<file path="src/include/decode_params.svh">
// Decode stage parameters
`ifndef DECODE_PARAMS_SVH
`define DECODE_PARAMS_SVH

`define DATA_W      16  // Data, PC and instruction word width
`define REG_CNT     8   // General registers R0 to R7
`define REG_ADDR_W  3   // Enough bits to index REG_CNT registers

// Jump and link writes its return address here
`define LINK_REG    7

`define PC_STEP     2   // Instruction size in bytes
`define JAL_DEPTH   3   // Stages between decode and writeback

`endif

</file>
<file path="src/hw/decode_pkg.sv">
// Decode stage shared types
`include "decode_params.svh"

package decode_pkg;

   typedef logic [`DATA_W-1:0]     word_t;     // Data, PC or instruction word
   typedef logic [`REG_ADDR_W-1:0] regAddr_t;  // Register index
   typedef logic [4:0]             opcode_t;   // Major opcode in instr[15:11]
   typedef logic [1:0]             brCond_t;   // Branch condition in instr[12:11]

   // Write request coming back from the writeback stage
   typedef struct packed {
      word_t    data;   // Result to be written
      regAddr_t addr;   // Destination register
      logic     lbi;    // Write the immediate instead of data
      logic     link;   // Write PC plus two instead of data
      logic     en;     // Writeback wants a register write
   } wbReq_t;

   // Levels from the processor control unit
   typedef struct packed {
      logic bFlag;   // Treat this instruction as a branch
      logic jFlag;   // Take the branch whatever the condition says
      logic halt;    // Processor is halting so no redirect
   } flowCtl_t;

   // Resolved write command into the register file
   typedef struct packed {
      logic     en;
      regAddr_t addr;
      logic     useLink;   // Write data is PC plus two
   } regWrite_t;

endpackage

</file>
<file path="src/hw/branchEval.sv">
// Branch condition evaluation
`timescale 1ns/1ps
`include "decode_params.svh"

module branchEval (
   input  decode_pkg::word_t    reg1Data,
   input  decode_pkg::brCond_t  cond,
   input  logic                 isBranchClass,
   input  decode_pkg::flowCtl_t flow,
   output logic                 pcSel
);
   import decode_pkg::*;

   // Condition field encodings
   localparam brCond_t BEQZ = 2'b00;   // Rs equal to zero
   localparam brCond_t BNEZ = 2'b01;   // Rs not zero
   localparam brCond_t BLTZ = 2'b10;   // Rs below zero
   localparam brCond_t BGEZ = 2'b11;   // Rs at least zero

   logic zeroFlag;
   logic signFlag;
   logic condMet;    // Selected condition holds for Rs
   logic isBranch;   // Decoded branch or forced by control

   assign zeroFlag = (reg1Data == '0);
   assign signFlag = reg1Data[`DATA_W-1];   // Two's complement sign bit

   always_comb begin
      condMet = 1'b0;
      case (cond)
         BEQZ: condMet = zeroFlag;
         BNEZ: condMet = ~zeroFlag;
         BLTZ: condMet = signFlag;
         BGEZ: condMet = ~signFlag;
      endcase
   end

   assign isBranch = isBranchClass | flow.bFlag;

   // Halt keeps the PC where it is no matter what the branch says
   // A jump needs no condition once the branch path is active
   assign pcSel = isBranch & ~flow.halt & (condMet | flow.jFlag);

endmodule

</file>
<file path="src/hw/decodeControl.sv">
// Decode control and JAL tracking
`timescale 1ns/1ps
`include "decode_params.svh"

module decodeControl (
   input  logic                  clk,
   input  logic                  rstN,
   input  decode_pkg::opcode_t   opcode,
   input  decode_pkg::wbReq_t    wb,
   output decode_pkg::regWrite_t regWrite,
   output logic                  isBranchClass
);
   import decode_pkg::*;

   // The two jump and link opcodes
   localparam opcode_t OP_JAL  = 5'b00110;
   localparam opcode_t OP_JALR = 5'b00111;

   localparam regAddr_t LINK_ADDR = regAddr_t'(`LINK_REG);

   logic                  isJal;      // Instruction in decode links now
   logic [`JAL_DEPTH-1:0] jalTrack;   // Bit 0 sits in execute and the top bit in writeback
   logic                  wbWasJal;   // Instruction now in writeback already wrote R7

   // Opcode classification
   always_comb begin
      case (opcode)
         OP_JAL, OP_JALR: isJal = 1'b1;
         default:         isJal = 1'b0;
      endcase
   end

   // All conditional branches share the 011 prefix
   assign isBranchClass = (opcode[4:2] == 3'b011);

   // Follow each JAL down the pipe so its late writeback can be dropped
   always_ff @(posedge clk) begin
      if (!rstN) begin
         jalTrack <= '0;   // No JAL in flight after reset
      end else begin
         jalTrack <= {jalTrack[`JAL_DEPTH-2:0], isJal};
      end
   end

   assign wbWasJal = jalTrack[`JAL_DEPTH-1];

   // Write command resolution
   // A JAL in decode wins over whatever writeback presents this cycle
   always_comb begin
      if (isJal) begin
         regWrite.en      = 1'b1;
         regWrite.addr    = LINK_ADDR;   // Return address always lands in R7
         regWrite.useLink = 1'b1;
      end else begin
         regWrite.en      = wb.en & ~wbWasJal;   // R7 was written three cycles ago
         regWrite.addr    = wb.addr;
         regWrite.useLink = wb.link;
      end
   end

endmodule

</file>
<file path="src/hw/decodeStage.sv">
// Decode stage top level
`timescale 1ns/1ps

module decodeStage (
   input  logic                 clk,
   input  logic                 rstN,
   input  decode_pkg::word_t    instr,
   input  decode_pkg::word_t    imm,
   input  decode_pkg::word_t    pcNow,
   input  decode_pkg::wbReq_t   wb,
   input  decode_pkg::flowCtl_t flow,
   output decode_pkg::word_t    reg1Data,
   output decode_pkg::word_t    reg2Data,
   output logic                 pcSel
);
   import decode_pkg::*;

   regAddr_t  rs;              // First source register
   regAddr_t  rt;              // Second source register
   opcode_t   opcode;
   brCond_t   cond;            // Low opcode bits double as the branch condition
   regWrite_t regWrite;        // Resolved write into the register file
   logic      isBranchClass;

   // Instruction fields sit in fixed positions for every format
   assign opcode = instr[15:11];
   assign cond   = instr[12:11];
   assign rs     = instr[10:8];
   assign rt     = instr[7:5];

   // Classifies the opcode and decides who writes which register
   decodeControl decodeControl_i (
      .clk           (clk),
      .rstN          (rstN),
      .opcode        (opcode),
      .wb            (wb),
      .regWrite      (regWrite),
      .isBranchClass (isBranchClass)
   );

   // Register file picks its own write data from the three sources
   regFile regFile_i (
      .clk      (clk),
      .rstN     (rstN),
      .rs       (rs),
      .rt       (rt),
      .regWrite (regWrite),
      .wbData   (wb.data),
      .imm      (imm),
      .pcNow    (pcNow),
      .lbi      (wb.lbi),
      .reg1Data (reg1Data),
      .reg2Data (reg2Data)
   );

   // Rs read port drives the zero and sign tests
   branchEval branchEval_i (
      .reg1Data      (reg1Data),
      .cond          (cond),
      .isBranchClass (isBranchClass),
      .flow          (flow),
      .pcSel         (pcSel)
   );

endmodule

</file>
<file path="src/hw/regFile.sv">
// Eight entry register file
`timescale 1ns/1ps
`include "decode_params.svh"

module regFile (
   input  logic                  clk,
   input  logic                  rstN,
   input  decode_pkg::regAddr_t  rs,
   input  decode_pkg::regAddr_t  rt,
   input  decode_pkg::regWrite_t regWrite,
   input  decode_pkg::word_t     wbData,
   input  decode_pkg::word_t     imm,
   input  decode_pkg::word_t     pcNow,
   input  logic                  lbi,
   output decode_pkg::word_t     reg1Data,
   output decode_pkg::word_t     reg2Data
);
   import decode_pkg::*;

   word_t regs [`REG_CNT];   // R0 is an ordinary register here

   word_t linkData;    // Return address of the instruction in decode
   word_t writeData;   // Value that goes in on an enabled edge

   // PC plus two is the address after the current instruction
   assign linkData = pcNow + word_t'(`PC_STEP);

   // Write data selection
   // Link has priority over the load immediate
   always_comb begin
      if (regWrite.useLink) begin
         writeData = linkData;
      end else if (lbi) begin
         writeData = imm;   // Load byte immediate
      end else begin
         writeData = wbData;   // Plain writeback result
      end
   end

   // Storage
   // New contents appear at the outputs one cycle after the write
   always_ff @(posedge clk) begin
      if (!rstN) begin
         for (int i = 0; i < `REG_CNT; i++) begin
            regs[i] <= '0;   // Every register reads zero after reset
         end
      end else if (regWrite.en) begin
         regs[regWrite.addr] <= writeData;
      end
   end

   // Two read ports with no bypass from the write port
   // A same cycle write is seen only from the next cycle on
   assign reg1Data = regs[rs];   // Rs port also feeds the branch flags
   assign reg2Data = regs[rt];   // Rt port

endmodule

</file>
<file path="config.mk">
export PLATFORM = sky130hd
export DESIGN_NAME = decodeStage
export DESIGN_NICKNAME = d
export VERILOG_FILES = /design/src/hw/decode_pkg.sv /design/src/hw/branchEval.sv /design/src/hw/decodeControl.sv /design/src/hw/decodeStage.sv /design/src/hw/regFile.sv
export VERILOG_INCLUDE_DIRS = /design/src /design/src/include
export SDC_FILE = /design/constraint.sdc
export NUM_CORES = 1
export LEC_CHECK = 0
export BUFFER_PORTS_ARGS = -buffer_cell sky130_fd_sc_hd__buf_4
export CAP_MARGIN = 20
export CORE_ASPECT_RATIO = 0.6
export CORE_MARGIN = 4
export CORE_UTILIZATION = 45
export CTS_BUF_LIST = sky130_fd_sc_hd__clkbuf_4
export CTS_CLUSTER_DIAMETER = 150
export DETAILED_ROUTE_END_ITERATION = 7
export GPL_TIMING_DRIVEN = 0
export PLACE_DENSITY_LB_ADDON = 0.1
export SLEW_MARGIN = 15
export SYNTH_ARGS = -nofsm -noshare
export SYNTH_HDL_FRONTEND = slang
export SYNTH_SLANG_ARGS = --single-unit
</file>
<file path="constraint.sdc">
create_clock -name clk -period 3.2 [get_ports clk]
set_clock_uncertainty 0.1 [all_clocks]
set_input_delay 0.48 -clock clk [delete_from_list [all_inputs] [get_ports clk]]
set_output_delay 0.48 -clock clk [all_outputs]
set_load 0.01 [all_outputs]
</file>
==> results_dict.tcl, run 1 <==
set metrics [dict create \
    crit_type "flip-flop to output port" \
    finalHoldViolations 0 \
    synthCells 568 \
    netlist_area_um2 7250 \
    relSlewSlack_pct 40.2 \
    fin_ws_ns -0.101 \
    clk_latency_ns 0.53 \
    antenna_found_initial 1 \
    wl_per_cell_um 23.1 \
    grt_overflow 0 \
    cts-root-buf "clkbuf_4" \
    gp_congestion 0.844 \
    yosys_most_used_dff "edfxtp_1" \
    synth_top_area_cell "edfxtp_1" \
    yosysUniqueCellTypes 41 \
    fin_hold_ws_ns 0.185 \
    crit_arrival_ns 2.72 \
    cp_top_family "simple AND/OR/NAND/NOR gates" \
    synth_top_cell_area_share_pct 53.0 \
    grt_pass1_wl_um 31300 \
    core_um2 15600 \
    ios 108 \
    synth_edf_count 128 \
    setup_viol_count_final 1 \
    drtIter0Drc 527 \
    grt_pass1_vias 5263 \
    cp_max_fo 4 \
    layout.nets 762 \
    fin_util_pct 55.8 \
    yosys-top-cells-count "nor2_1, edfxtp_1, mux2i_1" \
    hold_buffers 0 \
    rsz0062_at_grt "yes" \
    cts_tree "yes" \
    leakage_nw 3.25 \
    cp_data_required_time_ns 2.62 \
    max_freq_mhz 303 \
    cts.path.max_buffers 2 \
    initial_utilization_pct 46.5 \
    grt_max_degree 17 \
    hold_class "input port to flip-flop" \
    yosysWarnings 0 \
    ys_seq_area_share_pct 53.8 \
    maxCapViolCount 0 \
    synth_nets 644 \
    clk_pin_slew_ns 0.12 \
    vias 5262 \
    synthToLayoutAreaGrowth_pct 20.0 \
    status "finished with violations" \
    critPathLaunchType "flip-flop" \
    maxSlewViolCount 0 \
    violations "negative setup slack" \
    drc 0 \
    first_pass_iters 7 \
    powerDensity_nw_per_um2 490 \
    cp_slowest_cell "mux4_2" \
    routed_wirelength_um 20800 \
    peakVddDrop_mv 0.244 \
    reg2reg_slack_ns 0.07 \
    drive_gt1_share_pct 33.2 \
    place_ws_ns -0.346 \
    synthTopCellsByArea "edfxtp_1, mux4_2, nor2_1, mux2i_1, mux2_2" \
    vias_per_cell 5.83 \
    fin_crit_sh_pct 103 \
    crit_buf_inv 1 \
    drtAntennaViolNets 0 \
    row_count 35 \
    die_w_um 172 \
    tightest_slew_ns 0.891 \
    dieArea_um2 18300 \
    fp.dieH_um 106 \
    power_mw 4.27 \
    synth_seq_cells 131 \
    htree_levels 4 \
    cts_sinks 131 \
    portBuffers 95 \
    avgSynthCellArea_um2 12.8 \
    track_usage_pct 23.3 \
    cp-end-kind "output port" \
    synthMostInstantiatedCell "nor2_1" \
    fin_crit_ns 3.30 \
    fin_cells 903 \
    dp_hpwl_um 15600 \
    cts_inserted_buffers 17 \
    crit_chain "mux4_2, nand2b_4, o221ai_4, and4b_1, or4_1, a211oi_2, buf_4" \
    timing.setup.tns_ns -0.101 \
    critPathMaxStageDelay_ns 0.53 \
    fin_area_um2 8700 \
    synthArstFlopShare_pct 0 \
    dp.cells 866 \
    placed_cell_area_um2 8220 \
]
==> power by group <==
group	leakage [nW]	internal, mW	switching (mW)	total (mW)
clock	0.188	0.784	0.643	1.43
sequential	1.25	2.00	0.0603	2.06
combinational	1.81	0.365	0.420	0.785
total	3.25	3.14	1.12	4.27
==> cell usage in the layout, fill, tap and decap left out, types with 5 or more instances in the layout <==
| master | netlist | final |
|---|---|---|
| nor2_1 | 133 | 133 |
| edfxtp_1 | 128 | 128 |
| buf_4 | 1 | 105 |
| mux2i_1 | 48 | 48 |
| mux2_2 | 40 | 40 |
| nand2_1 | 36 | 35 |
| mux4_2 | 33 | 33 |
| clkbuf_1 | 23 | 23 |
| clkbuf_4 | 0 | 18 |
| o21ai_1 | 16 | 16 |
| a221o_1 | 15 | 15 |
| o22ai_1 | 15 | 13 |
| xnor2_1 | 10 | 10 |
| nand4_1 | 6 | 6 |
| bufinv_16 | 0 | 6 |
| nand3_1 | 5 | 5 |
| and2_1 | 5 | 5 |
==> per-layer routing <==
layer  track usage, %  part of all wire [%]
met1             36.4                    46
met2             33.5                    43
met3             5.50                    10
met4             3.87                  0.64
met5                0                     0
==> worst paths after layout <==
check | startpoint | end | cells past startpoint
max | regFile_i.regs[3][15] | pcSel | 7
min | rstN | decodeControl_i.jalTrack[2] | 2
max reg2reg | decodeControl_i.jalTrack[2] | regFile_i.regs[2][2] | 4
min reg2reg | decodeControl_i.jalTrack[0] | decodeControl_i.jalTrack[1] | 1
==> registers in the layout (all words and copies together), names as in the netlist <==
register                  cells
regFile_i.regs              128
decodeControl_i.jalTrack      3
==> area by class of cell <==
| cell class | count | area [um2] |
|---|---|---|
| Timing Repair Buffer | 99 | 743 |
| Inverter | 1 | 3.75 |
| Fill cell | 1313 | 6890 |
| Clock buffer | 18 | 135 |
| Clock inverter | 14 | 234 |
| Multi-Input combinational cell | 397 | 3220 |
| Tap cell | 203 | 254 |
| Sequential cell | 131 | 3900 |
| Antenna cell | 1 | 2.50 |
| Buffer | 39 | 204 |
==> cell families (layout without fill, tap and decap cells) <==
kind of cell	count (synthesis)	in the layout	synth area share, %
other cells	0	1	0
flops	131	131	53.8
buf+inv	40	171	2.69
fa+ha+maj	1	1	0.172
mux	128	128	24.4
compound gates	49	49	4.86
simple gates	206	206	12.5
xor+xnor	13	13	1.57
==> timing repair <==
item                       4_1_cts  5_1_grt
gates cloned                     0        0
setup endpoints to repair        1        1
pin swaps                        5        2
gates resized for setup         14        1
buffers inserted                 4        0
(Power assumes the default switching activity.)
==> run 2: changes to the inputs <==
--- a/config.mk
+++ b/config.mk
@@ -15,6 +15,7 @@
 export CTS_CLUSTER_DIAMETER = 150
 export DETAILED_ROUTE_END_ITERATION = 7
 export GPL_TIMING_DRIVEN = 0
+export MAX_ROUTING_LAYER = met4
 export PLACE_DENSITY_LB_ADDON = 0.1
 export SLEW_MARGIN = 15
 export SYNTH_ARGS = -nofsm -noshare
==> run 2 against run 1 <==
Effect of this change: the run still ends with negative setup slack left; fmax decreased by 1.2%; first-iteration DRC count fell by 6.3%; sequential cell count unchanged; power is essentially flat; sequential power is essentially flat; critical path type is now input port to output port; largest cell class unchanged.
==> results_dict.tcl, run 2 (synthesized netlist as in run 1, its figures left out) <==
set metrics [dict create \
    fin_ws_ns -0.140 \
    layout.nets 762 \
    tightest_slew_ns 0.924 \
    fp.dieH_um 106 \
    setup_viol_count_final 1 \
    peakVddDrop_mv 0.244 \
    leakage_nw 3.25 \
    cp_max_fo 10 \
    use_met3_pct 4.87 \
    fin_cells 903 \
    reg.largest.list "regFile_i.regs: 128 flops, decodeControl_i.jalTrack: 3 flops" \
    holdCritStartpoint "rstN" \
    maxSlewViolCount 0 \
    fin_crit_sh_pct 104 \
    power_mw 4.27 \
    crit_arrival_ns 2.76 \
    crit_start "instr[8]" \
    finalHoldViolations 0 \
    drc 0 \
    die_w_um 172 \
    regMostFlops "regFile_i.regs" \
    gp_congestion 0.857 \
    switchingPower_mw 1.12 \
    drtIter0Drc 494 \
    crit_type "input port to output port" \
    dp.cells 866 \
    max_freq_mhz 299 \
    cp_data_required_time_ns 2.62 \
    dieArea_um2 18300 \
    status "finished with violations" \
    rsz0062_at_grt "yes" \
    p_int_mw 3.14 \
    grt_max_degree 17 \
    grt_pass1_wl_um 31300 \
    cts_inserted_buffers 17 \
    cts_tree "yes" \
    antenna_found_initial 1 \
    grt_use_met2_pct 33.7 \
    clk_pin_slew_ns 0.12 \
    grt_pass1_vias 5277 \
    portBuffers 95 \
    vias_per_cell 5.82 \
    drive_gt1_share_pct 33.2 \
    powerDensity_nw_per_um2 490 \
    power.share.combinational_pct 18.4 \
    row_count 35 \
    synthToLayoutAreaGrowth_pct 20.0 \
    fin_util_pct 55.8 \
    grt_overflow 0 \
    track_usage_pct 24.0 \
    use_met1_pct 36.5 \
    htree_levels 4 \
    hold_buffers 0 \
    largest_register_ffs 128 \
    cts.path.max_buffers 2 \
    maxCapViolCount 0 \
    drtAntennaViolNets 0 \
    pwr-share-seq_pct 48.2 \
    swShare_pct 26.3 \
    cts_sinks 131 \
    r2r-start "decodeControl_i.jalTrack[2]" \
    routed_wirelength_um 20900 \
    initial_utilization_pct 46.5 \
    clkPwrFrac_pct 33.4 \
    relSlewSlack_pct 38.0 \
    fin_crit_ns 3.34 \
    final_common_cell "nor2_1" \
    critPathLaunchType "input port" \
    core_um2 15600 \
    hold_class "input port to flip-flop" \
    violations "negative setup slack" \
    clk_latency_ns 0.52 \
    cts-root-buf "clkbuf_4" \
    cp-end-kind "output port" \
    grt_busiest_layer "met1" \
    layout_common_cells "nor2_1, edfxtp_1, buf_4" \
    vias 5255 \
    wl_per_cell_um 23.1 \
    dp_hpwl_um 15600 \
    first_pass_iters 5 \
    ios 108 \
]
## run 2: cell counts in the layout (fill, tap and decap cells not counted)
No cell type changed its count.
## run 2: layer usage
layer | up-vias | routed length, um
li1 | 2391 | -
met1 | 2567 | 9660
met2 | 280 | 8980
met3 | 17 | 2070
met4 | 0 | 174
met5 | - | 0
## run 2: repair_timing
action	CTS	global route
gates resized for setup	14	1
setup buffers	4	0
cloned	0	0
pin swaps	5	2
setup endpoints to repair	1	1
## run 2: worst max-delay path: stages
cell and delay (ns):
buf_6 0.11, nor2b_1 0.56, clkbuf_1 0.54, a221o_1 0.36
nor4_4 0.07, nand4_1 0.08, buf_4 0.15, nor4b_4 0.05
a211oi_2 0.20, buf_4 0.15
## run 2: layout make-up
class / count / area, um2
diodes: 1 / 2.50
plain buffers: 39 / 204
clock buffers: 18 / 135
clock inverters: 14 / 234
fillers: 1313 / 6890
inverters: 1 / 3.75
multi-input cells: 397 / 3220
flip-flops and latches: 131 / 3900
well taps: 203 / 254
repair buffers: 99 / 743
## run 2: path summary, 6_finish.rpt
path / to / slack [ns] / depth (start not counted)
max reg2reg: regFile_i.regs[2][2] / 0.13 / 4
min reg2reg: decodeControl_i.jalTrack[1] / 0.35 / 1
min: decodeControl_i.jalTrack[2] / 0.19 / 2
max: pcSel / -0.14 / 10
## run 2: power by group through the flow
stage                     combinational, mW  clock (mW)  sequential [mW]
after floorplan                       0.448           0             2.06
after global placement                0.749           0             2.08
after detailed placement              0.759           0             2.09
after CTS                             0.783        1.42             2.05
after global routing                  0.837        1.52             2.07
final                                 0.785        1.43             2.06
## run 2: metrics by stage
stage	hold slack, ns	setup slack [ns]	setup TNS (ns)	cell area (um2)
after global routing	0.172	-0.201	-0.201	8700
after CTS	0.163	-0.0954	-0.0954	8690
after detailed placement	0.317	-0.346	-21.81	8220
final	0.188	-0.140	-0.140	8700
after global placement	0.315	-0.329	-17.06	8220
after floorplan	0.312	0.365	0	7250
==> run 3: changes to the inputs <==
--- a/config.mk
+++ b/config.mk
@@ -12,9 +12,10 @@
 export CORE_MARGIN = 4
 export CORE_UTILIZATION = 45
 export CTS_BUF_LIST = sky130_fd_sc_hd__clkbuf_4
-export CTS_CLUSTER_DIAMETER = 150
+export CTS_CLUSTER_DIAMETER = 30
 export DETAILED_ROUTE_END_ITERATION = 7
 export GPL_TIMING_DRIVEN = 0
+export HOLD_SLACK_MARGIN = 0.12
 export MAX_ROUTING_LAYER = met4
 export PLACE_DENSITY_LB_ADDON = 0.1
 export SLEW_MARGIN = 15
==> constraint.sdc (replaced) <==
create_clock -name clk -period 3.15 [get_ports clk]
set_clock_uncertainty 0.1 [all_clocks]
set_input_delay 0.4725 -clock clk [delete_from_list [all_inputs] [get_ports clk]]
set_output_delay 0.4725 -clock clk [all_outputs]
set_load 0.01 [all_outputs]
==> run 3 against run 2 <==
Effect of this change: highest routed layer unchanged; critical path type unchanged; critical endpoint unchanged; largest power group unchanged; critical path depth is 1 higher; sequential power hardly changed; via count stayed put; the run still ends with negative setup slack left.
==> results_dict.tcl, run 3 (synthesized netlist as in run 1, its figures left out) <==
set metrics [dict create \
    status "finished with violations" \
    violations "negative setup slack" \
    powerDensity_nw_per_um2 498 \
    grt_pass1_wl_um 31300 \
    largest_register_ffs 128 \
    hold_class "input port to flip-flop" \
    dp_hpwl_um 15600 \
    row_count 35 \
    track_usage_pct 24.0 \
    first_pass_iters 5 \
    drtAntennaViolNets 0 \
    reg.largest.list "regFile_i.regs: 128 flops, decodeControl_i.jalTrack: 3 flops" \
    rr_worst_depth 4 \
    drive_gt1_share_pct 33.6 \
    fin_crit_sh_pct 106 \
    hold_buffers 0 \
    gp_congestion 0.857 \
    fin_hold_ws_ns 0.187 \
    crit_type "input port to output port" \
    place_ws_ns -0.389 \
    maxCapViolCount 0 \
    fp.dieH_um 106 \
    cts_inserted_buffers 17 \
    max_freq_mhz 299 \
    portBuffers 95 \
    timing.setup.tns_ns -0.192 \
    clk_latency_ns 0.52 \
    final_common_cell "nor2_1" \
    antenna_found_initial 1 \
    vias 5255 \
    core_um2 15600 \
    fin_ws_ns -0.192 \
    cp-end-kind "output port" \
    cp_max_fo 10 \
    leakage_nw 3.25 \
    cts_tree "yes" \
    die_w_um 172 \
    grt_pass1_vias 5271 \
    peakVddDrop_mv 0.248 \
    fin_util_pct 55.9 \
    finalHoldViolations 0 \
    relSlewSlack_pct 40.8 \
    grt_overflow 0 \
    hold_path_depth 2 \
    ios 108 \
    critPathLaunchType "input port" \
    routed_wirelength_um 20800 \
    rsz0062_at_grt "yes" \
    cts.path.max_buffers 2 \
    fin_crit_ns 3.34 \
    htree_levels 4 \
    drtIter0Drc 477 \
    layout_common_cells "nor2_1, edfxtp_1, buf_4" \
    wl_per_cell_um 23.1 \
    vias_per_cell 5.82 \
    reg2reg_slack_ns 0.25 \
    cts_sinks 131 \
    layout.nets 762 \
    grt_max_degree 17 \
    initial_utilization_pct 46.5 \
    dieArea_um2 18300 \
    maxSlewViolCount 0 \
    regMostFlops "regFile_i.regs" \
    setup_viol_count_final 1 \
    clk_pin_slew_ns 0.12 \
    synthToLayoutAreaGrowth_pct 20.0 \
    crit_arrival_ns 2.77 \
    tightest_slew_ns 0.882 \
    cp_data_required_time_ns 2.58 \
    drc 0 \
    cts-root-buf "clkbuf_4" \
]
## run 3: cell counts in the layout (fill, tap and decap cells not counted)
No cell type changed its count.
## run 3: path summary, 6_finish.rpt
path / end / startpoint
hold reg to reg: decodeControl_i.jalTrack[1] / decodeControl_i.jalTrack[0]
hold / removal: decodeControl_i.jalTrack[2] / rstN
setup / recovery: pcSel / instr[8]
setup reg to reg: regFile_i.regs[4][13] / decodeControl_i.jalTrack[2]
## run 3: timing repair
action | CTS | global route
setup endpoints to repair | 1 | 18
resized for setup | 13 | 5
setup buffers | 4 | 0
pin swaps | 5 | 2
## run 3: final cells by class
cell class | count | area, um2
sequential | 131 | 3900
buffer | 39 | 203
fill | 1312 | 6880
multi-input combinational | 397 | 3230
antenna | 1 | 2.50
clock inverter | 14 | 234
clock buffer | 18 | 135
inverter | 1 | 3.75
timing repair buffer | 99 | 743
tap | 203 | 254
## run 3: worst max-delay path, stage by stage
cell and delay (ns):
buf_6 0.11, buf_2 0.32, mux2i_1 0.26, o22ai_1 0.21, a221o_1 0.35, nor4_2 0.28, nand4_1 0.14, buf_4 0.18
nor4b_4 0.21, a211oi_2 0.07, buf_4 0.15
## run 3: routing by layer
layer	global-route usage, %	vias to the layer above	share of wire [%]	routed length [um]
li1	-	2396	-	-
met1	36.7	2580	47	9740
met2	33.7	263	43	8910
met3	4.87	16	9.7	2010
met4	3.93	0	0.76	158
met5	-	-	0	0
## run 3: where the power goes
part           internal [mW]  switching [mW]
Sequential              2.03          0.0609
Combinational          0.370           0.427
Clock                  0.796           0.650
Total                   3.19            1.14
## run 3: per-stage QoR
step / total power, mW / std cells / instance area [um2]
floorplan: 2.55 / 568 / 7250
global placement: 2.88 / 866 / 8220
detailed placement: 2.90 / 866 / 8220
CTS: 4.33 / 902 / 8690
global route: 4.49 / 903 / 8710
finish: 4.33 / 903 / 8710
